==> src/verilog/eth_rx_pkg.sv <==
/*
 * Ethernet receive path shared definitions
 * Buffer geometry, data typedefs, CRC-32 constants and front-end states
 */
package eth_rx_pkg;

	// Packet buffer geometry
	localparam int BUF_SIZE = 2048;
	localparam int BUF_ADDR_W = $clog2(BUF_SIZE);

	// Data and address vectors
	typedef logic [7:0] byte_t;
	typedef logic [1:0] dibit_t;
	typedef logic [BUF_ADDR_W-1:0] buf_addr_t;
	typedef logic [BUF_ADDR_W-1:0] frame_len_t;
	typedef logic [31:0] crc_t;

	// RMII preamble symbols, least significant bit first on the wire
	localparam dibit_t SYM_PREAMBLE = 2'b01;
	localparam dibit_t SYM_SFD = 2'b11;

	// Shortest preamble accepted before the delimiter
	localparam int PREAMBLE_MIN = 2;

	// Ethernet CRC-32, reflected form
	localparam crc_t CRC_POLY = 32'hEDB8_8320;
	localparam crc_t CRC_INIT = 32'hFFFF_FFFF;
	// Register contents after a good frame and its FCS
	localparam crc_t CRC_RESIDUE = 32'hDEBB_20E3;

	// Receive front-end FSM
	typedef enum logic [1:0] {
		rx_idle,
		rx_preamble,
		rx_payload,
		rx_wait_idle
	} rx_state_t;

endpackage
==> src/verilog/rmii_rx_front.sv <==
/*
 * RMII receive front end
 * Samples crs_dv and rxd, strips preamble and delimiter,
 * and emits payload dibit strobes with an end-of-frame pulse
 */
`timescale 1ns/10ps

module rmii_rx_front import eth_rx_pkg::*; (
	input  logic   clk,
	input  logic   rst,
	input  logic   crs_dv,
	input  dibit_t rxd,
	output logic   dibit_valid,
	output dibit_t dibit,
	output logic   frame_end
);

	// Input sample and one stage of delay
	logic      crs_s;
	logic      crs_d;
	dibit_t    rxd_s;
	dibit_t    rxd_d;

	rx_state_t state;
	logic [1:0] pre_cnt;

	always_ff @(posedge clk) begin
		if (rst) begin
			crs_s <= 1'b0;
			crs_d <= 1'b0;
		end else begin
			crs_s <= crs_dv;
			crs_d <= crs_s;
		end
		rxd_s <= rxd;
		rxd_d <= rxd_s;
	end

	always_ff @(posedge clk) begin
		if (rst) begin
			state <= rx_idle;
			pre_cnt <= 2'd0;
			dibit_valid <= 1'b0;
			frame_end <= 1'b0;
		end else begin
			dibit_valid <= 1'b0;
			frame_end <= 1'b0;
			case (state)
				rx_idle: begin
					// Carrier must open with a preamble symbol
					if (crs_d) begin
						if (rxd_d == SYM_PREAMBLE) begin
							state <= rx_preamble;
							pre_cnt <= 2'd1;
						end else begin
							state <= rx_wait_idle;
						end
					end
				end
				rx_preamble: begin
					if (!crs_d) begin
						state <= rx_idle;
					end else if (rxd_d == SYM_PREAMBLE) begin
						// Saturate, only the minimum matters
						if (pre_cnt != 2'd3)
							pre_cnt <= pre_cnt + 2'd1;
					end else if (rxd_d == SYM_SFD && pre_cnt >= PREAMBLE_MIN) begin
						state <= rx_payload;
					end else begin
						state <= rx_wait_idle;
					end
				end
				rx_payload: begin
					if (crs_d) begin
						dibit_valid <= 1'b1;
					end else begin
						frame_end <= 1'b1;
						state <= rx_idle;
					end
				end
				rx_wait_idle: begin
					// Ignore the rest of a bad carrier burst
					if (!crs_d)
						state <= rx_idle;
				end
				default: state <= rx_idle;
			endcase
		end
	end

	// Qualified by dibit_valid
	always_ff @(posedge clk) begin
		dibit <= rxd_d;
	end

endmodule

==> config.mk <==
export PLATFORM = sky130hd
export DESIGN_NAME = rmii_rx_front
export DESIGN_NICKNAME = d
export VERILOG_FILES = /design/src/verilog/eth_rx_pkg.sv /design/src/verilog/rmii_rx_front.sv
export SDC_FILE = /design/constraint.sdc
export NUM_CORES = 1
export LEC_CHECK = 0
export ABC_CLOCK_PERIOD_IN_PS = 1600
export BUFFER_PORTS_ARGS = -buffer_cell sky130_fd_sc_hd__buf_2
export CAP_MARGIN = 20
export CORE_AREA = 2 2 39 41
export CTS_CLUSTER_SIZE = 30
export DETAILED_ROUTE_END_ITERATION = 8
export DIE_AREA = 0 0 41 43
export PLACE_DENSITY = 0.55
export SYNTH_ARGS = -nofsm -noshare
export SYNTH_HDL_FRONTEND = slang
export SYNTH_SLANG_ARGS = --single-unit
==> constraint.sdc <==
create_clock -name clk -period 1.6 [get_ports clk]
set_input_delay 0.08 -clock clk [delete_from_list [all_inputs] [get_ports clk]]
set_output_delay 0.08 -clock clk [all_outputs]
set_load 0.01 [all_outputs]
Word-level counts from Yosys, hierarchy flattened. Cells that the tools add are included.

Input port bits: 5. Register bits after elaboration: 14. Output and inout port bits: 4. Logic and storage cells: 47.

Muxes and demuxes: 15. $add $sub $neg: 1. Bitwise logic cells: 1. Order comparisons: 1. Equality and inequality tests: 13. Reductions and logical operators: 7.

Operators by type and width (number): two-way mux 2 bit (10); inequality test 2 bit, second input constant (7); == test 2 bit, second input constant (3); one-hot mux 2 bit (3 select lines) (1); AND reduction 6 bit (1); == test 2 x 1 -> 1 bit, second input constant (2); one-hot mux 2 bit (2 select lines) (1); OR reduction 2 bit (2); two-way mux 1 bit (3); inequality test 3 bit, second input constant (1); AND reduction 3 bit (1); adder 2 x 1 -> 2 bit, second input constant (1); >= comparator 2 bit, second input constant (1); logical NOT 2 bit (1); nonzero test 2 bit (1); logical AND 1 bit (1); inverter 1 bit (1).

Logic depth before layout (Yosys ltp).
Depth in word-level cells: 6. Gate-level depth with buffers: 5. Mapped depth without buffers: 5.

Worst setup path after synthesis. No wires, ideal clock.

Path kind: reg2reg. Start: register pre_cnt[0]. End: register pre_cnt[1]. Cell stages (with the launch flop): 5. Slack: 457 ps. Period minus slack after synthesis: 1143 ps. Buffers on the path: 0. Required time: 1541 ps. Arrival time: 1085 ps. Library setup time: 59 ps. Path through: dfxtp_1 > inv_1 > ha_1 > nor4b_1 > a31o_1.

Word-level cells in the longest chain between the ends: 5. Elaborated cells between the ends (all ways): 8. Those cells by class: add/sub: 1; eq/ne: 2; mux: 4; reduce/logical: 1.

RTL lines: start, declared (RTL line rmii_rx_front.sv:25) `logic [1:0] pre_cnt;`; start signal, assigned (RTL line rmii_rx_front.sv:66) `pre_cnt <= pre_cnt + 2'd1;`; adder 2 x 1 -> 2 bit (RTL line rmii_rx_front.sv:66); two-way mux 2 bit (RTL line rmii_rx_front.sv:65) `if (pre_cnt != 2'd3)`; two-way mux 2 bit (RTL line rmii_rx_front.sv:63) `end else if (rxd_d == SYM_PREAMBLE) begin`; two-way mux 2 bit (RTL line rmii_rx_front.sv:61) `if (!crs_d) begin`; one-hot mux 2 bit (2 select lines) (RTL line rmii_rx_front.sv:48) `case (state)`.

Parallel ways exist; a longest one is shown, timed or not. The select of a mux whose other input is x is not followed. A chain may end at the register's enable or synchronous reset.

Worst setup path in the final report. Ends and elaborated chain as after synthesis.

==> impl_results.md <==
- Placer Congestion: 0.673
- Setup CP Type: reg -> reg
- Top-area cell type share of the netlist area: 62.0%
- Comb pwr share: 4.7%
- Vias in the first global route: 288
- Detailed placer's ending HPWL: 493 um
- Max frequency: 815 MHz
- Area delta synth->final: 28.0%
- TritonCTS Sinks: 14
- CTS tree: built
- Nets: 60
- Initial detailed-routing violation count: 3
- Input/output buffers: 8
- RSZ-0062 raised after global routing: no
- Ant diodes: 0
- DRC errors left: 0
- Normalized max-slew margin: 81.4%
- Synth Cell Area: 452 sq um
- Ys Warns: 0
- DR WL met2: 299 um
- Post-Syn Nets: 44
- Cell taking the most area after synthesis: dfxtp_1
- Pre-Repair DR Iteration Count: 4
- Core Rows: 14
- Root Buffer: clkbuf_4
- Pin count of the biggest net entering global routing: 9
- Fin crit share: 76.7%
- Status: completed
- Die X: 41 um
- Pint: 0.000518 W
- Antenna violations before repair: 0
- Mapped Cells: 37
- Maximum VDD drop: 0.507 mV
- CTS Buf Count: 3
- I/O pins: 9
- Fin. max-slew vios: 0
- Fin Hold WS: 0.0486 ns
- Die height: 43 um
- MaxCap Viol Count: 0
- Synthesized flop and latch total: 14
- Via/cell ratio: 4.51
- Req. time, crit path: 1.82 ns
- Met3 Wirelength: 61 um
- Sw frac: 19.5%
- Pwr Density: 1110 nW/um^2
- Number of hold violations in the final report: 0
- Via count: 307
- Clk pin slew, worst setup/hold paths: 0.08 ns
- Share of cells above drive strength 1: 28.8%
- M1 WL: 285 um
- Max layer used: met3
- Global-route wire length before repair: 1150 um
- NetSw: 0.000125 W
- WL per Instance: 9.50 um
- Lkg Pwr: 0.241 nW
- Max Fanout on Critical Path: 4
- Core Region: 1380 sq um
- Postcts setup bufs: 0
- Endpoint class of the critical path: register
- H-Tree Depth: 1
- Clock Tree Buf Depth: 2
- Overflow after GRT: 0
- Routed wire length: 646 um
- Worst path arrival time: 1.45 ns
- Starting Density: 32.6%
- Register area share after synthesis: 62.0%
- Final setup vio count: 0
- Post-synthesis cell type count: 16
- Crit path cell chain: inv_1 -> ha_1 -> nor4b_1 -> a31o_1
- Clock skew: 0.00300 ns
- Measured slew at the worst slew-check pin: 0.279 ns
- Syn Area/Cell: 12.2 sq um
- Crit start category: register
- GRT Overall Usage: 10.3%
- CP peak stage delay: 0.38 ns
- Min Tclk post-route: 1.23 ns
- Worst hold path type: in -> reg
- Synth area leaders: dfxtp_1 (62%), ha_1 (5.5%), nand2b_1 (4.2%), nor2_1 (4.2%), nor3b_4 (4.2%)
- Post-Route Setup TNS: 0 ns
- DRT antenna net count: 0
- Die footprint: 1760 sq um
- Layout fillers: 143
- Part of the power in registers: 57.2%
- Clock power frac: 38.0%
- Critical Path Slowest Stage Cell: dfxtp_1
- Insertion delay to the later sink of the worst-skew pair: 0.27 ns
[critical path, delay by kind of cell (launching register included)]
kind / cells / cell delay [ns]
and+or+nand+nor: 1 / 0.29
buffers and inverters: 1 / 0.06
DFF: 1 / 0.38
AOI/OAI and AO/OA: 1 / 0.18
adders and majority gates: 1 / 0.28
[final cells by class]
class	instances	area (sq um)	area share [%]
Clock buffer	4	36.3	6.28
Sequential cell	14	280	48.5
Timing Repair Buffer	11	70.1	12.1
Tap cell	16	20.0	3.46
Multi-Input combinational cell	22	168	29.0
Inverter	1	3.75	0.649
[flip-flops by register name, indices dropped and copies added, names as in the netlist]
name	flops
crs_s	1
crs_d	1
dibit_valid	1
dibit	2
state	2
rxd_s	2
rxd_d	2
frame_end	1
pre_cnt	2
[path summary, 6_finish.rpt]
kind / from / to / slack, ns / cells after the start
setup / recovery: pre_cnt[0] / pre_cnt[1] / 0.37 / 4
hold / removal: rst / crs_s / 0.05 / 2
setup reg to reg: pre_cnt[0] / pre_cnt[1] / 0.37 / 4
hold reg to reg: rxd_s[1] / rxd_d[1] / 0.33 / 0
[cells in the mapped netlist]
master    number
a21oi_1        1
a21oi_2        1
a31o_1         1
nor3_1         1
nand4b_1       1
a41o_1         1
nor2_1         5
nor4b_1        1
inv_1          1
ha_1           2
nor3b_4        1
nand2b_1       3
dfxtp_1       14
nor2b_1        2
nor3b_1        1
a21boi_2       1
[power by group through the flow]
stage / clock [W] / sequential [W] / combinational [W]
floorplan: 0 / 0.000376 / 0.0000128
global placement: 0 / 0.000376 / 0.0000251
detailed placement: 0 / 0.000376 / 0.0000256
CTS: 0.000257 / 0.000368 / 0.0000310
global route: 0.000276 / 0.000370 / 0.0000334
finish: 0.000244 / 0.000368 / 0.0000305
[layer usage]
metal	GRT usage [%]	up-vias
met5	0	-
met4	8.00	0
met3	4.71	0
met2	13.1	13
met1	13.0	136
li1	-	158
[placed cells by master (no fill, tap or decap)]
master | synthesis | routed
a21boi_2 | 1 | 1
a21oi_1 | 1 | 1
a21oi_2 | 1 | 1
a31o_1 | 1 | 1
a41o_1 | 1 | 1
buf_2 | 0 | 8
clkbuf_4 | 0 | 3
clkbuf_8 | 0 | 1
dfxtp_1 | 14 | 14
dlygate4sd3_1 | 0 | 3
ha_1 | 2 | 2
inv_1 | 1 | 1
nand2b_1 | 3 | 3
nand4b_1 | 1 | 1
nor2_1 | 5 | 5
nor2b_1 | 2 | 2
nor3_1 | 1 | 1
nor3b_1 | 1 | 1
nor3b_4 | 1 | 1
nor4b_1 | 1 | 1
[repair_timing]
action                                 CTS  global route
endpoints found under the hold margin    3             0
setup endpoints to repair                0             0
hold buffers                             3             0
resized for setup                        0             0
[stage by stage]
| step | setup WS, ns | util [%] | area (sq um) | total power, W | cells |
|---|---|---|---|---|---|
| 2_1_floorplan | 0.457 | - | 452 | 0.000389 | 37 |
| 3_3_place_gp | 0.419 | 37.0 | 512 | 0.000401 | 61 |
| 3_5_place_dp | 0.390 | 37.0 | 512 | 0.000402 | 61 |
| 4_1_cts | 0.373 | 41.8 | 578 | 0.000657 | 68 |
| 5_1_grt | 0.308 | 41.8 | 578 | 0.000679 | 68 |
| 6_report | 0.373 | 41.8 | 578 | 0.000643 | 68 |
[logic make-up (layout without fill, tap and decap cells)]
kind of cell / Yosys count / count (layout) / share of synthesized area (%)
adder cells (fa/ha/maj): 2 / 2 / 5.54
AO/OA/AOI/OAI: 5 / 5 / 9.69
buffers and inverters: 1 / 16 / 0.830
AND/OR/NAND/NOR: 15 / 15 / 21.9
flip-flops: 14 / 14 / 62.1
Note: power is estimated with default switching activity, not from simulation.
