### src/verilog/eth_rx_pkg.sv
/*
 * Ethernet receive path shared definitions
 * Buffer geometry, data typedefs, CRC-32 constants and front-end states
 */
package eth_rx_pkg;

	// Packet buffer geometry
	localparam int BUF_SIZE = 2048;
	localparam int BUF_ADDR_W = $clog2(BUF_SIZE);

	// Data and address vectors
	typedef logic [7:0] byte_t;
	typedef logic [1:0] dibit_t;
	typedef logic [BUF_ADDR_W-1:0] buf_addr_t;
	typedef logic [BUF_ADDR_W-1:0] frame_len_t;
	typedef logic [31:0] crc_t;

	// RMII preamble symbols, least significant bit first on the wire
	localparam dibit_t SYM_PREAMBLE = 2'b01;
	localparam dibit_t SYM_SFD = 2'b11;

	// Shortest preamble accepted before the delimiter
	localparam int PREAMBLE_MIN = 2;

	// Ethernet CRC-32, reflected form
	localparam crc_t CRC_POLY = 32'hEDB8_8320;
	localparam crc_t CRC_INIT = 32'hFFFF_FFFF;
	// Register contents after a good frame and its FCS
	localparam crc_t CRC_RESIDUE = 32'hDEBB_20E3;

	// Receive front-end FSM
	typedef enum logic [1:0] {
		rx_idle,
		rx_preamble,
		rx_payload,
		rx_wait_idle
	} rx_state_t;

endpackage
### src/verilog/crc32_dibit_check.sv
/*
 * Ethernet CRC-32 checker, two bits per cycle
 * Runs over the payload and FCS, then tests for the fixed residue
 */
`timescale 1ns/10ps

module crc32_dibit_check import eth_rx_pkg::*; (
	input  logic   clk,
	input  logic   rst,
	input  logic   dibit_valid,
	input  dibit_t dibit,
	input  logic   frame_end,
	output logic   crc_done,
	output logic   crc_ok
);

	crc_t crc;
	crc_t crc_next;

	// One step of the reflected LFSR
	function automatic crc_t crc_step(input crc_t c, input logic b);
		logic fb;
		fb = c[0] ^ b;
		crc_step = (c >> 1) ^ (fb ? CRC_POLY : 32'd0);
	endfunction

	// Bit 0 of the dibit is first on the wire
	always_comb begin
		crc_next = crc_step(crc_step(crc, dibit[0]), dibit[1]);
	end

	always_ff @(posedge clk) begin
		if (rst) begin
			crc <= CRC_INIT;
			crc_done <= 1'b0;
			crc_ok <= 1'b0;
		end else begin
			crc_done <= 1'b0;
			if (frame_end) begin
				crc_done <= 1'b1;
				crc_ok <= (crc == CRC_RESIDUE);
				crc <= CRC_INIT;
			end else if (dibit_valid) begin
				crc <= crc_next;
			end
		end
	end

endmodule

### config.mk
export PLATFORM = sky130hd
export DESIGN_NAME = crc32_dibit_check
export DESIGN_NICKNAME = d
export VERILOG_FILES = /design/src/verilog/eth_rx_pkg.sv /design/src/verilog/crc32_dibit_check.sv
export SDC_FILE = /design/constraint.sdc
export NUM_CORES = 1
export LEC_CHECK = 0
export ABC_AREA = 0
export BUFFER_PORTS_ARGS = -buffer_cell sky130_fd_sc_hd__buf_2
export CORE_MARGIN = 2
export CORE_UTILIZATION = 30
export DETAILED_ROUTE_END_ITERATION = 8
export PLACE_DENSITY = 0.55
export SYNTH_ARGS = -nofsm -noshare
export SYNTH_HDL_FRONTEND = slang
export SYNTH_SLANG_ARGS = --single-unit
### constraint.sdc
create_clock -name clk -period 2 [get_ports clk]
set_clock_uncertainty 0.05 [all_clocks]
set_input_delay 0.1 -clock clk [delete_from_list [all_inputs] [get_ports clk]]
set_output_delay 0.1 -clock clk [all_outputs]
set_load 0.05 [all_outputs]
Yosys cells after proc, flatten, opt, wreduce, memory -nomap -nowiden
Index checks and enable logic that the tools add are counted.
- flip-flop bits (word level): 34
- bits in latches: 0
- RAM bits: 0
- bits in read-only memories: 0
- input bits: 6
- output and inout bits: 2
- word-level logic and storage cells: 12
- memories kept: 0
- $add $sub $neg: 0
- $mul: 0
- div/mod/pow operators: 0
- magnitude comparators: 0
- equal/unequal tests: 1
- shift-type cells: 0
- multiplexer cells: 3
- bitwise gates (word level): 4
- reductions and logical operators: 1
- operators with widths (operator ; number):
    2-to-1 mux 32 bit ; 2
    bitwise XOR 31 x 32 -> 32 bit ; 2
    equality test 32 bit (second input constant) ; 1
    OR reduction 2 bit ; 1
    bitwise XOR 1 bit ; 2
    2-to-1 mux 1 bit ; 1

Logic depth before layout (Yosys ltp)
- word-level depth: 6
- depth in mapped cells: 4
- gate-level depth less buffers: 3

Worst setup path after synthesis
OpenSTA, ideal clock, no wires.
- path kind: flip-flop to flip-flop
- start: register crc[1]
- end: register crc[26]
- setup time: 0.074 ns
- arrival: 1.240 ns
- required time: 1.876 ns
- slack: 0.636 ns
- stages on the path, launching flop included: 5
- path buffers: 1
- clock period less this slack: 1.364 ns
- cell sequence: dfxtp_1 xnor2_4 buf_12 xnor3_1 o211ai_2
- cells in the longest elaborated chain, start to end: 4
- ends and longest elaborated chain (what ; line ; source):
    start, declared ; crc32_dibit_check.sv:17 ; crc_t crc;
    start signal, assigned ; crc32_dibit_check.sv:44 ; crc <= crc_next;
    bitwise XOR 31 x 32 -> 32 bit ; crc32_dibit_check.sv:24 ; crc_step = (c >> 1) ^ (fb ? CRC_POLY : 32'd0);
    bitwise XOR 1 bit ; crc32_dibit_check.sv:23 ; fb = c[0] ^ b;
    2-to-1 mux 32 bit ; crc32_dibit_check.sv:24 ;
    bitwise XOR 31 x 32 -> 32 bit ; crc32_dibit_check.sv:24 ;
Every way passes these cells.
A chain may end at the register's enable or synchronous reset.

Worst setup path in the final report
- start: register crc[0]
- end: register crc[8]
- cells in the longest elaborated chain, start to end: 4
- ends and longest elaborated chain (what ; line):
    bitwise XOR 1 bit ; crc32_dibit_check.sv:23
    2-to-1 mux 32 bit ; crc32_dibit_check.sv:24
    bitwise XOR 31 x 32 -> 32 bit (2 in a row) ; crc32_dibit_check.sv:24
Every way passes these cells.

==> impl_summary.log <==
[metrics] cell type with the highest aggregate area in the netlist: sky130_fd_sc_hd__dfxtp_1
[metrics] H-tree levels: 2
[metrics] first-pass GRT wire length: 4.871 mm
[metrics] worst setup path endpoint: crc[8]$_SDFFE_PP1P_
[metrics] fraction of final layout cells with drive strength greater than 1: between 10% and 20%
[metrics] nature of the critical path startpoint: flop
[metrics] instance count on the critical path: 3
[metrics] max_slew headroom: 38.71%
[metrics] top cells by area in the synthesized netlist: sky130_fd_sc_hd__dfxtp_1 (44%), sky130_fd_sc_hd__o211ai_1 (9.2%), sky130_fd_sc_hd__xnor3_1 (8.8%), sky130_fd_sc_hd__nand2_1 (7.8%), sky130_fd_sc_hd__xor2_1 (7.4%)
[metrics] number of buffers created by CTS: 5
[metrics] slowest library cell on the worst path: sky130_fd_sc_hd__xnor2_2
[metrics] max-cap violation count: 0
[metrics] unrepaired setup endpoints after global routing: no
[metrics] detailed router's first-iteration violation count: 53
[metrics] Synth Area per Inst: 10.65 sq um
[metrics] Synth Instances: between 100 and 150
[metrics] number of hold-slack violations in the final timing report: 0
[metrics] number of buffers inserted by port buffering: 7
[metrics] Worst Hold Margin: 73.59 ps
[metrics] minimum setup slack among reg-to-reg paths: 320 ps
[metrics] placeable core region: around 0.005 sq mm
[metrics] Routed Antenna Nets: 0
[metrics] all-layer global routing usage: 11.24%
[metrics] via total after detailed routing: 1019
[metrics] Final nets: between 150 and 200
[metrics] area grow syn2layout: 11.75%
[metrics] Yosys cell types: 25
[metrics] mean number of vias per cell: 4.590
[metrics] sequential cell area fraction in the yosys report: 44.08%
[metrics] CP Cell Sequence: xnor2_2, xnor3_1, o211ai_1
[metrics] Bufs and invs on worst path: 0
[metrics] # Post-CTS Setup Buffers: 0
[metrics] share of the cycle needed by the critical path after routing: a little over four fifths
[metrics] count of yosys warnings during synthesis: 0
[metrics] Clk pin slew, worst setup/hold paths: ~60 ps
[metrics] insertion delay to the later sink of the worst-skew pair: between 200 and 300 ps
[metrics] summed instance area of the synthesized netlist: 0.001544 sq mm
[metrics] startpoint of the worst-slack reg-to-reg timing path: crc[0]$_SDFFE_PP1P_
[metrics] type of the worst min-delay path: in -> reg
[metrics] Rows: 26
[metrics] effective utilization at floorplan: 30.62%
[metrics] Overflow after GRT: 0
[metrics] Worst Setup SP: crc[0]$_SDFFE_PP1P_
[metrics] number of sinks driven by the clock tree: 34
[metrics] Total Routed Length: 2.818 mm
[metrics] post-cts gate resize count: 0
[metrics] Die Footprint: 0.005737 sq mm
[metrics] worst-margin pin slew: about 910 ps
[metrics] commonest non-fill, non-tap cell in the layout: sky130_fd_sc_hd__dfxtp_1
[metrics] Crit path required time: 2150 ps
[metrics] data arrival time of the worst path: 1830 ps
[metrics] first-pass detailed-route iteration total: 4
[metrics] clock tree from TritonCTS: yes
[metrics] worst supply voltage drop on vdd: 0.0003892 V
[metrics] fill cell total of the finished layout: roughly 530
[metrics] antenna fix cells: 0
[metrics] vertical extent of the die: 75.74 um
[metrics] top cell family by delay on the critical path: XOR/XNOR gates
[metrics] Die Span X: 75.74 um
[metrics] endpoint class of the critical path: flop
[metrics] net count after synthesis: between 150 and 200
[metrics] final number of max-transition violations: 0
[metrics] highest attainable clock frequency: 594.7 MHz
[metrics] top library cells by usage in the layout, fill and taps aside: sky130_fd_sc_hd__dfxtp_1 (34), sky130_fd_sc_hd__nand2_1 (32), sky130_fd_sc_hd__o211ai_1 (19)
[metrics] final routed wire length divided by cell count: between 10 and 15 um
[metrics] r2r worst-path depth: 3
[metrics] maximum number of pins on one net before global-route repair: 43
[metrics] slowest cell delay on critical path: 740 ps
[metrics] initial antenna violation count: 0
[metrics] top-area cell type share of the netlist area: about 44%
[metrics] Fin Setup TNS: 0 ps
[metrics] estimated wirelength of the detail-placed design: roughly 1.8 mm
[metrics] Setup Viol. Count Final: 0
[metrics] outcome: complete, no violations
[metrics] number of buffers on the longest clock path: 2
[metrics] synthesis-stage register bit count: 34
[metrics] final routed DRC violation total: 0
[metrics] total power divided by cell area: just under 800 mW/mm^2
[metrics] count of pins on the block boundary: 8
[metrics] r2r endpoint: crc[8]$_SDFFE_PP1P_
[metrics] shortest period the worst path allows: 1681 ps
[metrics] via count of the first global-routing pass: slightly above 1000
[metrics] Max Fanout on Critical Path: 14
[metrics] clock root buffer: sky130_fd_sc_hd__clkbuf_8
[metrics] routability-driven placement congestion ratio: 0.7923
[metrics] leakage power: 0.0007085 uW
[metrics] Min-Delay Startpoint: frame_end
[metrics] Worst Setup Path Type: reg -> reg
state kept, by name, summed over array words and instances (netlist names):
| signal | cells |
|---|---|
| crc | 32 |
| crc_done | 1 |
| crc_ok | 1 |
per-stage QoR:
stage / total power [uW] / std cells / setup WS [ps] / instance area (sq um) / util, %
floorplan: 857.1 / 145 / 636.4 / 1544 / -
global placement: 881.6 / 215 / 332.6 / 1633 / 32.38
detailed placement: 886.2 / 215 / 284.2 / 1633 / 32.38
CTS: 1373 / 222 / 264.5 / 1725 / 34.22
global route: 1418 / 222 / 176.6 / 1725 / 34.22
finish: 1356 / 222 / 318.5 / 1725 / 34.22
repair_timing:
action | CTS | global route
hold endpoints to repair | 1 | 0
endpoints found under the setup margin | 0 | 0
hold buffers | 1 | 0
logic make-up (layout without fill, tap and decap cells):
family / after synthesis / after routing / share of synthesized area, %
xor gates and xnor gates: 22 / 22 / 19.53
and+or+nand+nor: 45 / 45 / 13.70
DFF: 34 / 34 / 44.08
muxes: 11 / 11 / 7.132
AOI/OAI and AO/OA: 22 / 22 / 11.51
buffers and inverters: 11 / 18 / 4.052
routing by layer:
| layer | track usage [%] | part of all wire (%) | vias to the layer above |
|---|---|---|---|
| met5 | 0 | 0 | - |
| met2 | 17.15 | 43 | 17 |
| met3 | 3.175 | 3.6 | 2 |
| met4 | 4.094 | 0.57 | 0 |
| met1 | 15.15 | 53 | 473 |
| li1 | - | - | 527 |
area by class of cell:
| class | count | area (sq um) | area share, % |
|---|---|---|---|
| inverter | 1 | 3.754 | 0.2175 |
| tap | 70 | 87.58 | 5.076 |
| sequential | 34 | 680.7 | 39.45 |
| clock buffer | 6 | 82.58 | 4.786 |
| multi-input combinational | 100 | 803.3 | 46.56 |
| timing repair buffer | 11 | 67.56 | 3.916 |
worst min path at each step:
stage | endpoint | cells past startpoint | slack (ps)
floorplan | crc_done$_SDFF_PP0_ | 1 | 130
global placement | crc_done$_SDFF_PP0_ | 2 | 260
detailed placement | crc_done$_SDFF_PP0_ | 2 | 270
CTS | crc_done$_SDFF_PP0_ | 2 | 70
global route | crc_done$_SDFF_PP0_ | 2 | 80
finish | crc_done$_SDFF_PP0_ | 2 | 70
synthesized netlist by cell type:
master,number
sky130_fd_sc_hd__nor2_1,2
sky130_fd_sc_hd__nor2b_1,1
sky130_fd_sc_hd__xnor2_2,1
sky130_fd_sc_hd__nor3_1,1
sky130_fd_sc_hd__nand4_1,2
sky130_fd_sc_hd__a32o_1,1
sky130_fd_sc_hd__nor4_1,1
sky130_fd_sc_hd__xnor3_1,6
sky130_fd_sc_hd__xor2_1,13
sky130_fd_sc_hd__buf_2,1
sky130_fd_sc_hd__or4_1,1
sky130_fd_sc_hd__mux2i_1,11
sky130_fd_sc_hd__xnor2_4,1
sky130_fd_sc_hd__xnor2_1,1
sky130_fd_sc_hd__o211ai_1,19
sky130_fd_sc_hd__buf_4,1
sky130_fd_sc_hd__o211ai_2,2
sky130_fd_sc_hd__dfxtp_1,34
sky130_fd_sc_hd__clkinv_1,1
sky130_fd_sc_hd__clkbuf_1,7
sky130_fd_sc_hd__nand4b_1,2
sky130_fd_sc_hd__buf_12,1
sky130_fd_sc_hd__nand2_1,32
sky130_fd_sc_hd__and4_1,1
sky130_fd_sc_hd__or4b_1,2
power breakdown:
group          switching (uW)  internal, uW
Combinational            78.9          72.7
Sequential               19.3           701
Clock                     220           265
Total                     318          1040
(Power assumes the default switching activity.)
