## src/verilog/eth_rx_pkg.sv

```systemverilog
/*
 * Ethernet receive path shared definitions
 * Buffer geometry, data typedefs, CRC-32 constants and front-end states
 */
package eth_rx_pkg;

	// Packet buffer geometry
	localparam int BUF_SIZE = 2048;
	localparam int BUF_ADDR_W = $clog2(BUF_SIZE);

	// Data and address vectors
	typedef logic [7:0] byte_t;
	typedef logic [1:0] dibit_t;
	typedef logic [BUF_ADDR_W-1:0] buf_addr_t;
	typedef logic [BUF_ADDR_W-1:0] frame_len_t;
	typedef logic [31:0] crc_t;

	// RMII preamble symbols, least significant bit first on the wire
	localparam dibit_t SYM_PREAMBLE = 2'b01;
	localparam dibit_t SYM_SFD = 2'b11;

	// Shortest preamble accepted before the delimiter
	localparam int PREAMBLE_MIN = 2;

	// Ethernet CRC-32, reflected form
	localparam crc_t CRC_POLY = 32'hEDB8_8320;
	localparam crc_t CRC_INIT = 32'hFFFF_FFFF;
	// Register contents after a good frame and its FCS
	localparam crc_t CRC_RESIDUE = 32'hDEBB_20E3;

	// Receive front-end FSM
	typedef enum logic [1:0] {
		rx_idle,
		rx_preamble,
		rx_payload,
		rx_wait_idle
	} rx_state_t;

endpackage
```

## src/verilog/dibits_to_bytes.sv

```systemverilog
/*
 * Dibit to byte assembler
 * Packs four dibits per byte, first dibit in the low bits,
 * and reports whether the frame ended on a byte boundary
 */
`timescale 1ns/10ps

module dibits_to_bytes import eth_rx_pkg::*; (
	input  logic   clk,
	input  logic   rst,
	input  logic   dibit_valid,
	input  dibit_t dibit,
	input  logic   frame_end,
	output logic   byte_valid,
	output byte_t  byte_data,
	output logic   bytes_done,
	output logic   aligned
);

	logic [1:0] phase;
	byte_t      shift;

	// New dibits enter at the top and move down
	always_ff @(posedge clk) begin
		if (dibit_valid)
			shift <= {dibit, shift[7:2]};
	end

	// Complete byte sits in the shift register while byte_valid is high
	assign byte_data = shift;

	always_ff @(posedge clk) begin
		if (rst) begin
			phase <= 2'd0;
			byte_valid <= 1'b0;
			bytes_done <= 1'b0;
			aligned <= 1'b0;
		end else begin
			byte_valid <= 1'b0;
			bytes_done <= 1'b0;
			if (frame_end) begin
				bytes_done <= 1'b1;
				aligned <= (phase == 2'd0);
				phase <= 2'd0;
			end else if (dibit_valid) begin
				phase <= phase + 2'd1;
				if (phase == 2'd3)
					byte_valid <= 1'b1;
			end
		end
	end

endmodule

```

## config.mk

```make
export PLATFORM = sky130hd
export DESIGN_NAME = dibits_to_bytes
export DESIGN_NICKNAME = d
export VERILOG_FILES = /design/src/verilog/eth_rx_pkg.sv /design/src/verilog/dibits_to_bytes.sv
export SDC_FILE = /design/constraint.sdc
export NUM_CORES = 1
export LEC_CHECK = 0
export ABC_AREA = 1
export BUFFER_PORTS_ARGS = -buffer_cell sky130_fd_sc_hd__buf_2
export CAP_MARGIN = 0
export CORE_AREA = 2 2 39 41
export DETAILED_ROUTE_END_ITERATION = 7
export DIE_AREA = 0 0 41 43
export PLACE_DENSITY_LB_ADDON = 0.25
export SETUP_SLACK_MARGIN = 0.02
export SKIP_CTS_REPAIR_TIMING = 1
export SLEW_MARGIN = 20
export SYNTH_ARGS = -nofsm -noshare
export SYNTH_HDL_FRONTEND = slang
export SYNTH_SLANG_ARGS = --single-unit
export TNS_END_PERCENT = 30
```

## constraint.sdc

```tcl
create_clock -name clk -period 1.32 [get_ports clk]
set_input_delay 0.132 -clock clk [delete_from_list [all_inputs] [get_ports clk]]
set_output_delay 0.132 -clock clk [all_outputs]
set_load 0.01 [all_outputs]
```

* Word-level counts from Yosys, hierarchy flattened *
Index checks and enable logic that the tools add are counted.

word-level totals
  bits in registers = 13
  output and inout port bits = 11

cells by class
  muxes and demuxes = 2
  reductions and logical operators = 3
  $add $sub $neg = 1
  bitwise gates (word level) = 1
  equality and inequality tests = 1

operators with widths
  kind                                          number
  OR reduction 3 bit                            1
  adder 2 x 1 -> 2 bit (second input constant)  1
  == test 2 bit (second input constant)         1
  zero test 2 bit                               1
  two-way mux 1 bit                             2
  OR reduction 2 bit                            1
  NOT 1 bit                                     1

* Logic depth before layout (Yosys ltp) *
Gate-level depths: netlist of run 1.

  word-level depth = 2
  depth in mapped cells = 6
  gate-level depth less buffers = 6

* Least setup slack after synthesis of run 1 *
OpenSTA, ideal clock, no wires.

  path type = register to register
  from = register phase[0]
  to = register phase[1]
  required time = 1.207 ns
  library setup time = 0.113 ns
  path buffers = 0
  path slack = 0.390 ns
  cell stages (with the launch flop) = 7
  arrival time = 0.817 ns
  cell sequence = dfxtp_1 -> inv_1 -> ha_1 -> inv_1 -> nand2_1 -> nand2_1 -> nor2_1

between the ends
  word-level cells in the longest chain between the ends = 1

RTL lines
  what                    RTL line               source
  from (decl)             dibits_to_bytes.sv:20  logic [1:0] phase;
  from (signal assigned)  dibits_to_bytes.sv:46  phase <= phase + 2'd1;
  adder 2 x 1 -> 2 bit    dibits_to_bytes.sv:46

Every way passes these cells.
A chain may end at the register's enable or synchronous reset.

* Final worst setup path of run 1 *
Ends and elaborated chain as after synthesis.

==> out/metrics.cfg, run 1 <==
[grt]
grt_pass1_vias=240
antenna_found_initial=0
grt_max_degree=14
grt_pass1_wl_um=972
overflow=0
grt_usage_pct=9.29

[sta]
period_needed_ns=1.02
setup_violations=0
final-hold-violation-count=0
fin_tns_setup_ns=0
post-route-period-util_pct=77.0
max_freq_mhz=984
finalWorstSetupSlack_ns=0.304
max_slew_margin_pct=83.0
worst_pin_slew_ns=0.254
final_max_slew_viol_count=0
finClkSkew_ns=0.000554
rsz0062_at_grt=no

[critical_path]
crit_slowest_cell=dfxtp_1
critPathArrivalTime_ns=1.19
path_buf_inv=2
crit_family=flip-flops
critPathCaptureType=register
required_ns=1.49
crit_fanout=4
crit_chain=inv_1 -> ha_1 -> inv_1 -> nand2_1 -> nand2_1 -> nor2_1
critPathMaxStageDelay_ns=0.38
cp-start-kind=register
path_class=reg -> reg

[route]
met3_length_um=60
drt_pass1_iterations=3
ant_nets=0
vias=287
topRoutingLayerUsed=met3
wl_met1_um=261
met2_length_um=300
drc=0
drt-initial-drc-count=3
finalWirelength_um=622
wl_per_cell_um=8.89
routed_via_density=4.10

[clock_tree]
clock_path_buffers=2
clockRootBuffer=clkbuf_4
clkTransAtPathRegs_ns=0.08
numCtsBuffers=3
cts_tree=done
htreeDepth=1
clkSinkCount=13
clk_latency_ns=0.27

[synthesis]
syn-num-nets=42
synthCells=34
synth.cell_area_um2=443
synth-seq-cells=13
yosys_warnings=0
yosysSeqAreaShare_pct=76.8
synth_cell_types=9
synth.avg_cell_area_um2=13.0

[floorplanning]
die_w_um=41
dieArea_um2=1760
die_h_um=43
start_util_pct=32.0
core_area_um2=1380
rows=14
io_pins=17

[cells_and_area]
nets=63
layout_commonest_cell=buf_2
stdcell_area_um2=569
area_delta_synth_final_pct=28.5
drive_above_1_share_pct=40.7
final_cells=70
mostFrequentLayoutCells=buf_2, nand2_1, edfxtp_1
antenna_cells=0

[power_and_ir_drop]
power_density_nw_per_um2=1350
p_leak_uw=0.000256
ir_drop_uv=628

[placed_design]
gp_congestion=0.660
io_buffers=16
dp.final_hpwl_um=450
place_ws_ns=0.299
dp_cells=66
place_area_um2=543

[outcome]
status=complete, no violations

[job]
cap_violations=0

[min_path]
min_path_type=in -> reg

[per-layer routing]
layer	global-route usage (%)	up-vias
met3	7.85	0
met2	11.3	14
met4	8.00	0
met1	9.49	125
met5	0	-
li1	-	148
[layout make-up]
class,instances,area [um2]
fillers,140,815
flip-flops and latches,13,340
multi-input cells,17,87.6
repair buffers,16,80.1
clock buffers,4,26.3
well taps,16,20.0
inverters,4,15.0
[sequential cells by signal, summed over array words and instances, names as in the netlist]
| name | count |
|---|---|
| byte_data | 8 |
| byte_valid | 1 |
| phase | 2 |
| aligned | 1 |
| bytes_done | 1 |
[worst paths after layout]
path | slack [ns] | depth (start not counted) | to | start
worst max-delay path | 0.30 | 6 | phase[1] | phase[0]
worst min-delay path | 0.03 | 1 | byte_data[7] | dibit[1]
worst max register to register | 0.30 | 6 | phase[1] | phase[0]
worst min register to register | 0.45 | 0 | byte_data[1] | byte_data[3]
[kinds of logic (layout without fill, tap and decap cells)]
group,count (synthesis),after routing,synth area share (%)
buffers and inverters,4,24,3.39
flip-flops,13,13,76.8
adder cells (fa/ha/maj),2,2,5.65
AND/OR/NAND/NOR,15,15,14.1
[where the power goes]
group          leakage, uW  switching, uW  internal (uW)
sequential        0.000119           9.54            457
combinational     0.000122           36.5           25.5
clock            0.0000150            124            117
[Yosys cell counts]
cell      n  area (um2)
inv_1     3        11.3
inv_2     1        3.75
dfxtp_1   5         100
nor2_2    2        12.5
nor3_1    1        5.00
ha_1      2        25.0
edfxtp_1  8         240
nor2_1    4        15.0
nand2_1   8        30.0
[through the flow]
| step | power (uW) | util, % | hold slack, ns |
|---|---|---|---|
| final | 769 | 41.1 | 0.0304 |
| after global routing | 810 | 41.1 | 0.00542 |
| after CTS | 784 | 41.1 | 0.0181 |
| after detailed placement | 539 | 39.2 | 0.310 |
| after global placement | 537 | 39.2 | 0.308 |
| after floorplan | 502 | - | 0.204 |
Note: power is estimated with default switching activity, not from simulation.
==> inputs of run 2 (changes only) <==
clock period = 0.8 ns   (was 1.32 ns; I/O delays follow)
==> run 2 against run 1 <==
Effect of this change: the run now ends with negative hold slack, negative setup slack left; global-route usage fell by 0.52 points; core utilization increased by 7.8 points; non-clock buffer count up 7; sequential cell count stayed put; sequential share of layout area down 8.9 points; clock skew rose by 0.0028 ns; routed wire length up 16%; first-iteration DRC count down 33%; worst setup slack got worse by 0.42 ns.
==> out/metrics.cfg, run 2 (synthesized netlist as in run 1, its figures left out) <==
[grt]
grt_usage_pct=8.77
grt_pass1_wl_um=917
antenna_found_initial=0
grt_max_degree=14
grt_pass1_vias=229
overflow=0

[sta]
post-route-period-util_pct=115
final-hold-violation-count=1
finClkSkew_ns=0.00340
final_max_slew_viol_count=0
max_freq_mhz=1090
period_needed_ns=0.918
rsz0062_at_grt=yes
fin_tns_setup_ns=-0.787
finalWorstSetupSlack_ns=-0.118
whs_ns=-0.00637
setup_violations=10
worst_pin_slew_ns=0.275
max_slew_margin_pct=81.7

[cells_and_area]
drive_above_1_share_pct=57.4
area_delta_synth_final_pct=52.8
fillers=125
multi_input_area_um2=120
largest_reg_flops=8
mostFrequentLayoutCells=buf_2, edfxtp_1, nand2_1
fin_util_pct=48.9
antenna_cells=0
regArea_um2=344
layout_commonest_cell=buf_2
nets=70

[critical_path]
crit_slowest_cell=edfxtp_1
required_ns=0.72
cp-start-kind=register
crit_fanout=2
path_class=reg -> out
critPathCaptureType=primary output
critPathMaxStageDelay_ns=0.40
critPathArrivalTime_ns=0.84
path_buf_inv=1
crit_family=flip-flops
crit_chain=buf_2

[clock_tree]
clk_latency_ns=0.28
clock_path_buffers=2
clkTransAtPathRegs_ns=0.08
clkSinkCount=13
clockRootBuffer=clkbuf_4
cts_tree=done
numCtsBuffers=3
htreeDepth=1

[route]
finalWirelength_um=722
drt_pass1_iterations=4
ant_nets=0
routed_via_density=4.04
vias=311
wl_per_cell_um=9.38
drc=0
drt-initial-drc-count=2

[floorplanning]
io_pins=17
rows=14
core_area_um2=1380
start_util_pct=32.0
die_h_um=43
die_w_um=41
dieArea_um2=1760

[outcome]
violations=negative hold slack, negative setup slack
status=finished with violations

[placed_design]
io_buffers=16
dp.final_hpwl_um=460
gp_congestion=0.701

[power_and_ir_drop]
power_uw=1330
p_leak_uw=0.000294
power_density_nw_per_um2=1970
ir_drop_uv=853

[min_path]
min_path_type=in -> reg

[job]
cap_violations=0

==> run 2: layout make-up <==
| class | instances | share of cell area [%] |
|---|---|---|
| flip-flops and latches | 13 | 50.8 |
| repair buffers | 23 | 22.4 |
| multi-input cells | 17 | 17.7 |
| clock buffers | 4 | 3.88 |
| well taps | 16 | 2.96 |
| inverters | 4 | 2.22 |
==> run 2: worst paths after layout <==
path	slack [ns]	endpoint	start	cells after the start
max reg2reg	-0.10	phase[1]	phase[1]	6
min reg2reg	0.45	byte_data[3]	byte_data[5]	0
min	-0.006	byte_valid	rst	2
max	-0.12	byte_data[4]	byte_data[4]	1
==> run 2: where the power goes <==
| group | switching, uW | total [uW] | internal [uW] |
|---|---|---|---|
| logic | 73.4 | 148 | 74.5 |
| clock network | 218 | 412 | 194 |
| registers | 16.0 | 772 | 756 |
==> run 2: metrics by stage <==
stage	cells	worst slack, ns	hold slack, ns	area [um2]
2_1_floorplan	34	-0.0892	0.152	445
3_3_place_gp	68	-0.107	0.256	561
3_5_place_dp	68	-0.113	0.258	561
4_1_cts	72	-0.139	-0.0331	587
5_1_grt	77	-0.173	-0.0000668	677
6_report	77	-0.118	-0.00637	677
==> run 2: per-layer routing <==
layer	routed length, um	vias up	global-route usage, %
li1	-	162	-
met1	289	133	9.12
met2	345	13	11.9
met3	55	3	3.14
met4	32	0	10.0
met5	0	-	0
==> inputs of run 3 (changes only) <==
==> constraint.sdc (replaced) <==
create_clock -name clk -period 0.8 [get_ports clk]
set_input_delay 0.24 -clock clk [delete_from_list [all_inputs] [get_ports clk]]
set_output_delay 0.24 -clock clk [all_outputs]
set_load 0.01 [all_outputs]
==> run 3 against run 2 <==
Effect of this change: the flow finishes with violations (negative setup slack); first-iteration DRC count is 100% higher; clock skew is 0.0024 ns higher; via count is 5.5% lower; clock-buffer cell count stayed put; worst setup slack worse by 0.16 ns; non-clock buffer count is 4 lower; die area stayed put; sequential cell count stayed put; largest cell class unchanged.
==> out/metrics.cfg, run 3 (synthesized netlist as in run 1, its figures left out) <==
[route]
routed_via_density=4.03
vias=294
finalWirelength_um=656
drc=0
ant_nets=0
drt-initial-drc-count=4
drt_pass1_iterations=3
wl_per_cell_um=8.99

[sta]
final_max_slew_viol_count=0
whs_ns=0.135
max_slew_margin_pct=82.8
finClkSkew_ns=0.00575
worst_pin_slew_ns=0.259
period_needed_ns=1.08
setup_violations=13
max_freq_mhz=929
post-route-period-util_pct=135
final-hold-violation-count=0
rsz0062_at_grt=yes
finalWorstSetupSlack_ns=-0.277
fin_tns_setup_ns=-2.51

[critical_path]
reg2reg_to=phase[1]
crit_fanout=2
r2r_setup_slack_ns=-0.12
critPathArrivalTime_ns=0.84
crit_family=flip-flops
rr_startpoint=phase[0]
path_class=reg -> out
crit_slowest_cell=edfxtp_1
crit_chain=buf_2
required_ns=0.56
path_buf_inv=1
critPathCaptureType=primary output
reg2reg_depth=6
cp-start-kind=register
critPathMaxStageDelay_ns=0.40

[grt]
overflow=0
grt_usage_pct=8.77
grt_pass1_wl_um=917
grt_max_degree=14
antenna_found_initial=0
grt_pass1_vias=229

[cells_and_area]
nets=66
fin_util_pct=44.0
drive_above_1_share_pct=52.6
mostFrequentLayoutCells=buf_2, nand2_1, edfxtp_1
largest_reg_flops=8
area_delta_synth_final_pct=37.6
antenna_cells=0
final_cells=73
layout_commonest_cell=buf_2

[floorplanning]
dieArea_um2=1760
die_w_um=41
start_util_pct=32.0
die_h_um=43
io_pins=17
core_area_um2=1380
rows=14

[min_path]
hold_start=dibit[0]
min_to=byte_data[6]
min_path_cells=1
min_path_type=in -> reg

[clock_tree]
cts_tree=done
numCtsBuffers=3
clockRootBuffer=clkbuf_4
clk_latency_ns=0.28
clkTransAtPathRegs_ns=0.08
htreeDepth=1
clock_path_buffers=2
clkSinkCount=13

[outcome]
violations=negative setup slack
status=finished with violations

[placed_design]
place_ws_ns=-0.113
dp_cells=68
dp.final_hpwl_um=460
io_buffers=16
gp_congestion=0.701

[job]
cap_violations=0

[power_and_ir_drop]
ir_drop_uv=846
p_leak_uw=0.000272
power_density_nw_per_um2=2140

[run 3: cell count changes in the layout (fill, tap and decap cells not counted)]
cell	change
ha_2	+1
inv_1	+1
dlygate4sd3_1	-2
inv_2	-1
ha_4	-2
buf_6	-2
nand2_1	+1
nand2_2	-1
ha_1	+1
[run 3: worst max path at each step]
| stage | endpoint | slack, ns | cells after the start | from |
|---|---|---|---|---|
| after floorplan | phase[1] | -0.09 | 6 | phase[1] |
| after global placement | phase[1] | -0.11 | 6 | phase[1] |
| after detailed placement | phase[1] | -0.11 | 6 | phase[1] |
| after CTS | byte_data[4] | -0.30 | 1 | byte_data[4] |
| after global routing | byte_data[4] | -0.32 | 1 | byte_data[4] |
| final | byte_data[4] | -0.28 | 1 | byte_data[4] |
[run 3: layer usage]
metal / track usage, % / wire, um / vias to the layer above
li1: - / - / 154
met1: 9.12 / 277 / 124
met2: 11.9 / 292 / 13
met3: 3.14 / 54 / 3
met4: 10.0 / 31 / 0
met5: 0 / 0 / -
[run 3: report_power, final]
| part | internal, uW | switching (uW) | leakage [uW] |
|---|---|---|---|
| sequential | 756 | 14.7 | 0.000120 |
| clock | 194 | 215 | 0.0000150 |
| combinational | 56.7 | 65.2 | 0.000137 |
[run 3: per-stage QoR]
step           instance area, um2  total power [uW]
6_report                      609              1300
3_5_place_dp                  561               897
3_3_place_gp                  561               894
2_1_floorplan                 445               829
5_1_grt                       609              1360
4_1_cts                       587              1310
[run 3: cell type report]
cell class / instances / area (um2)
clock buffers: 4 / 26.3
fillers: 132 / 774
inverters: 4 / 15.0
multi-input cells: 17 / 95.1
flip-flops and latches: 13 / 344
well taps: 16 / 20.0
repair buffers: 19 / 109
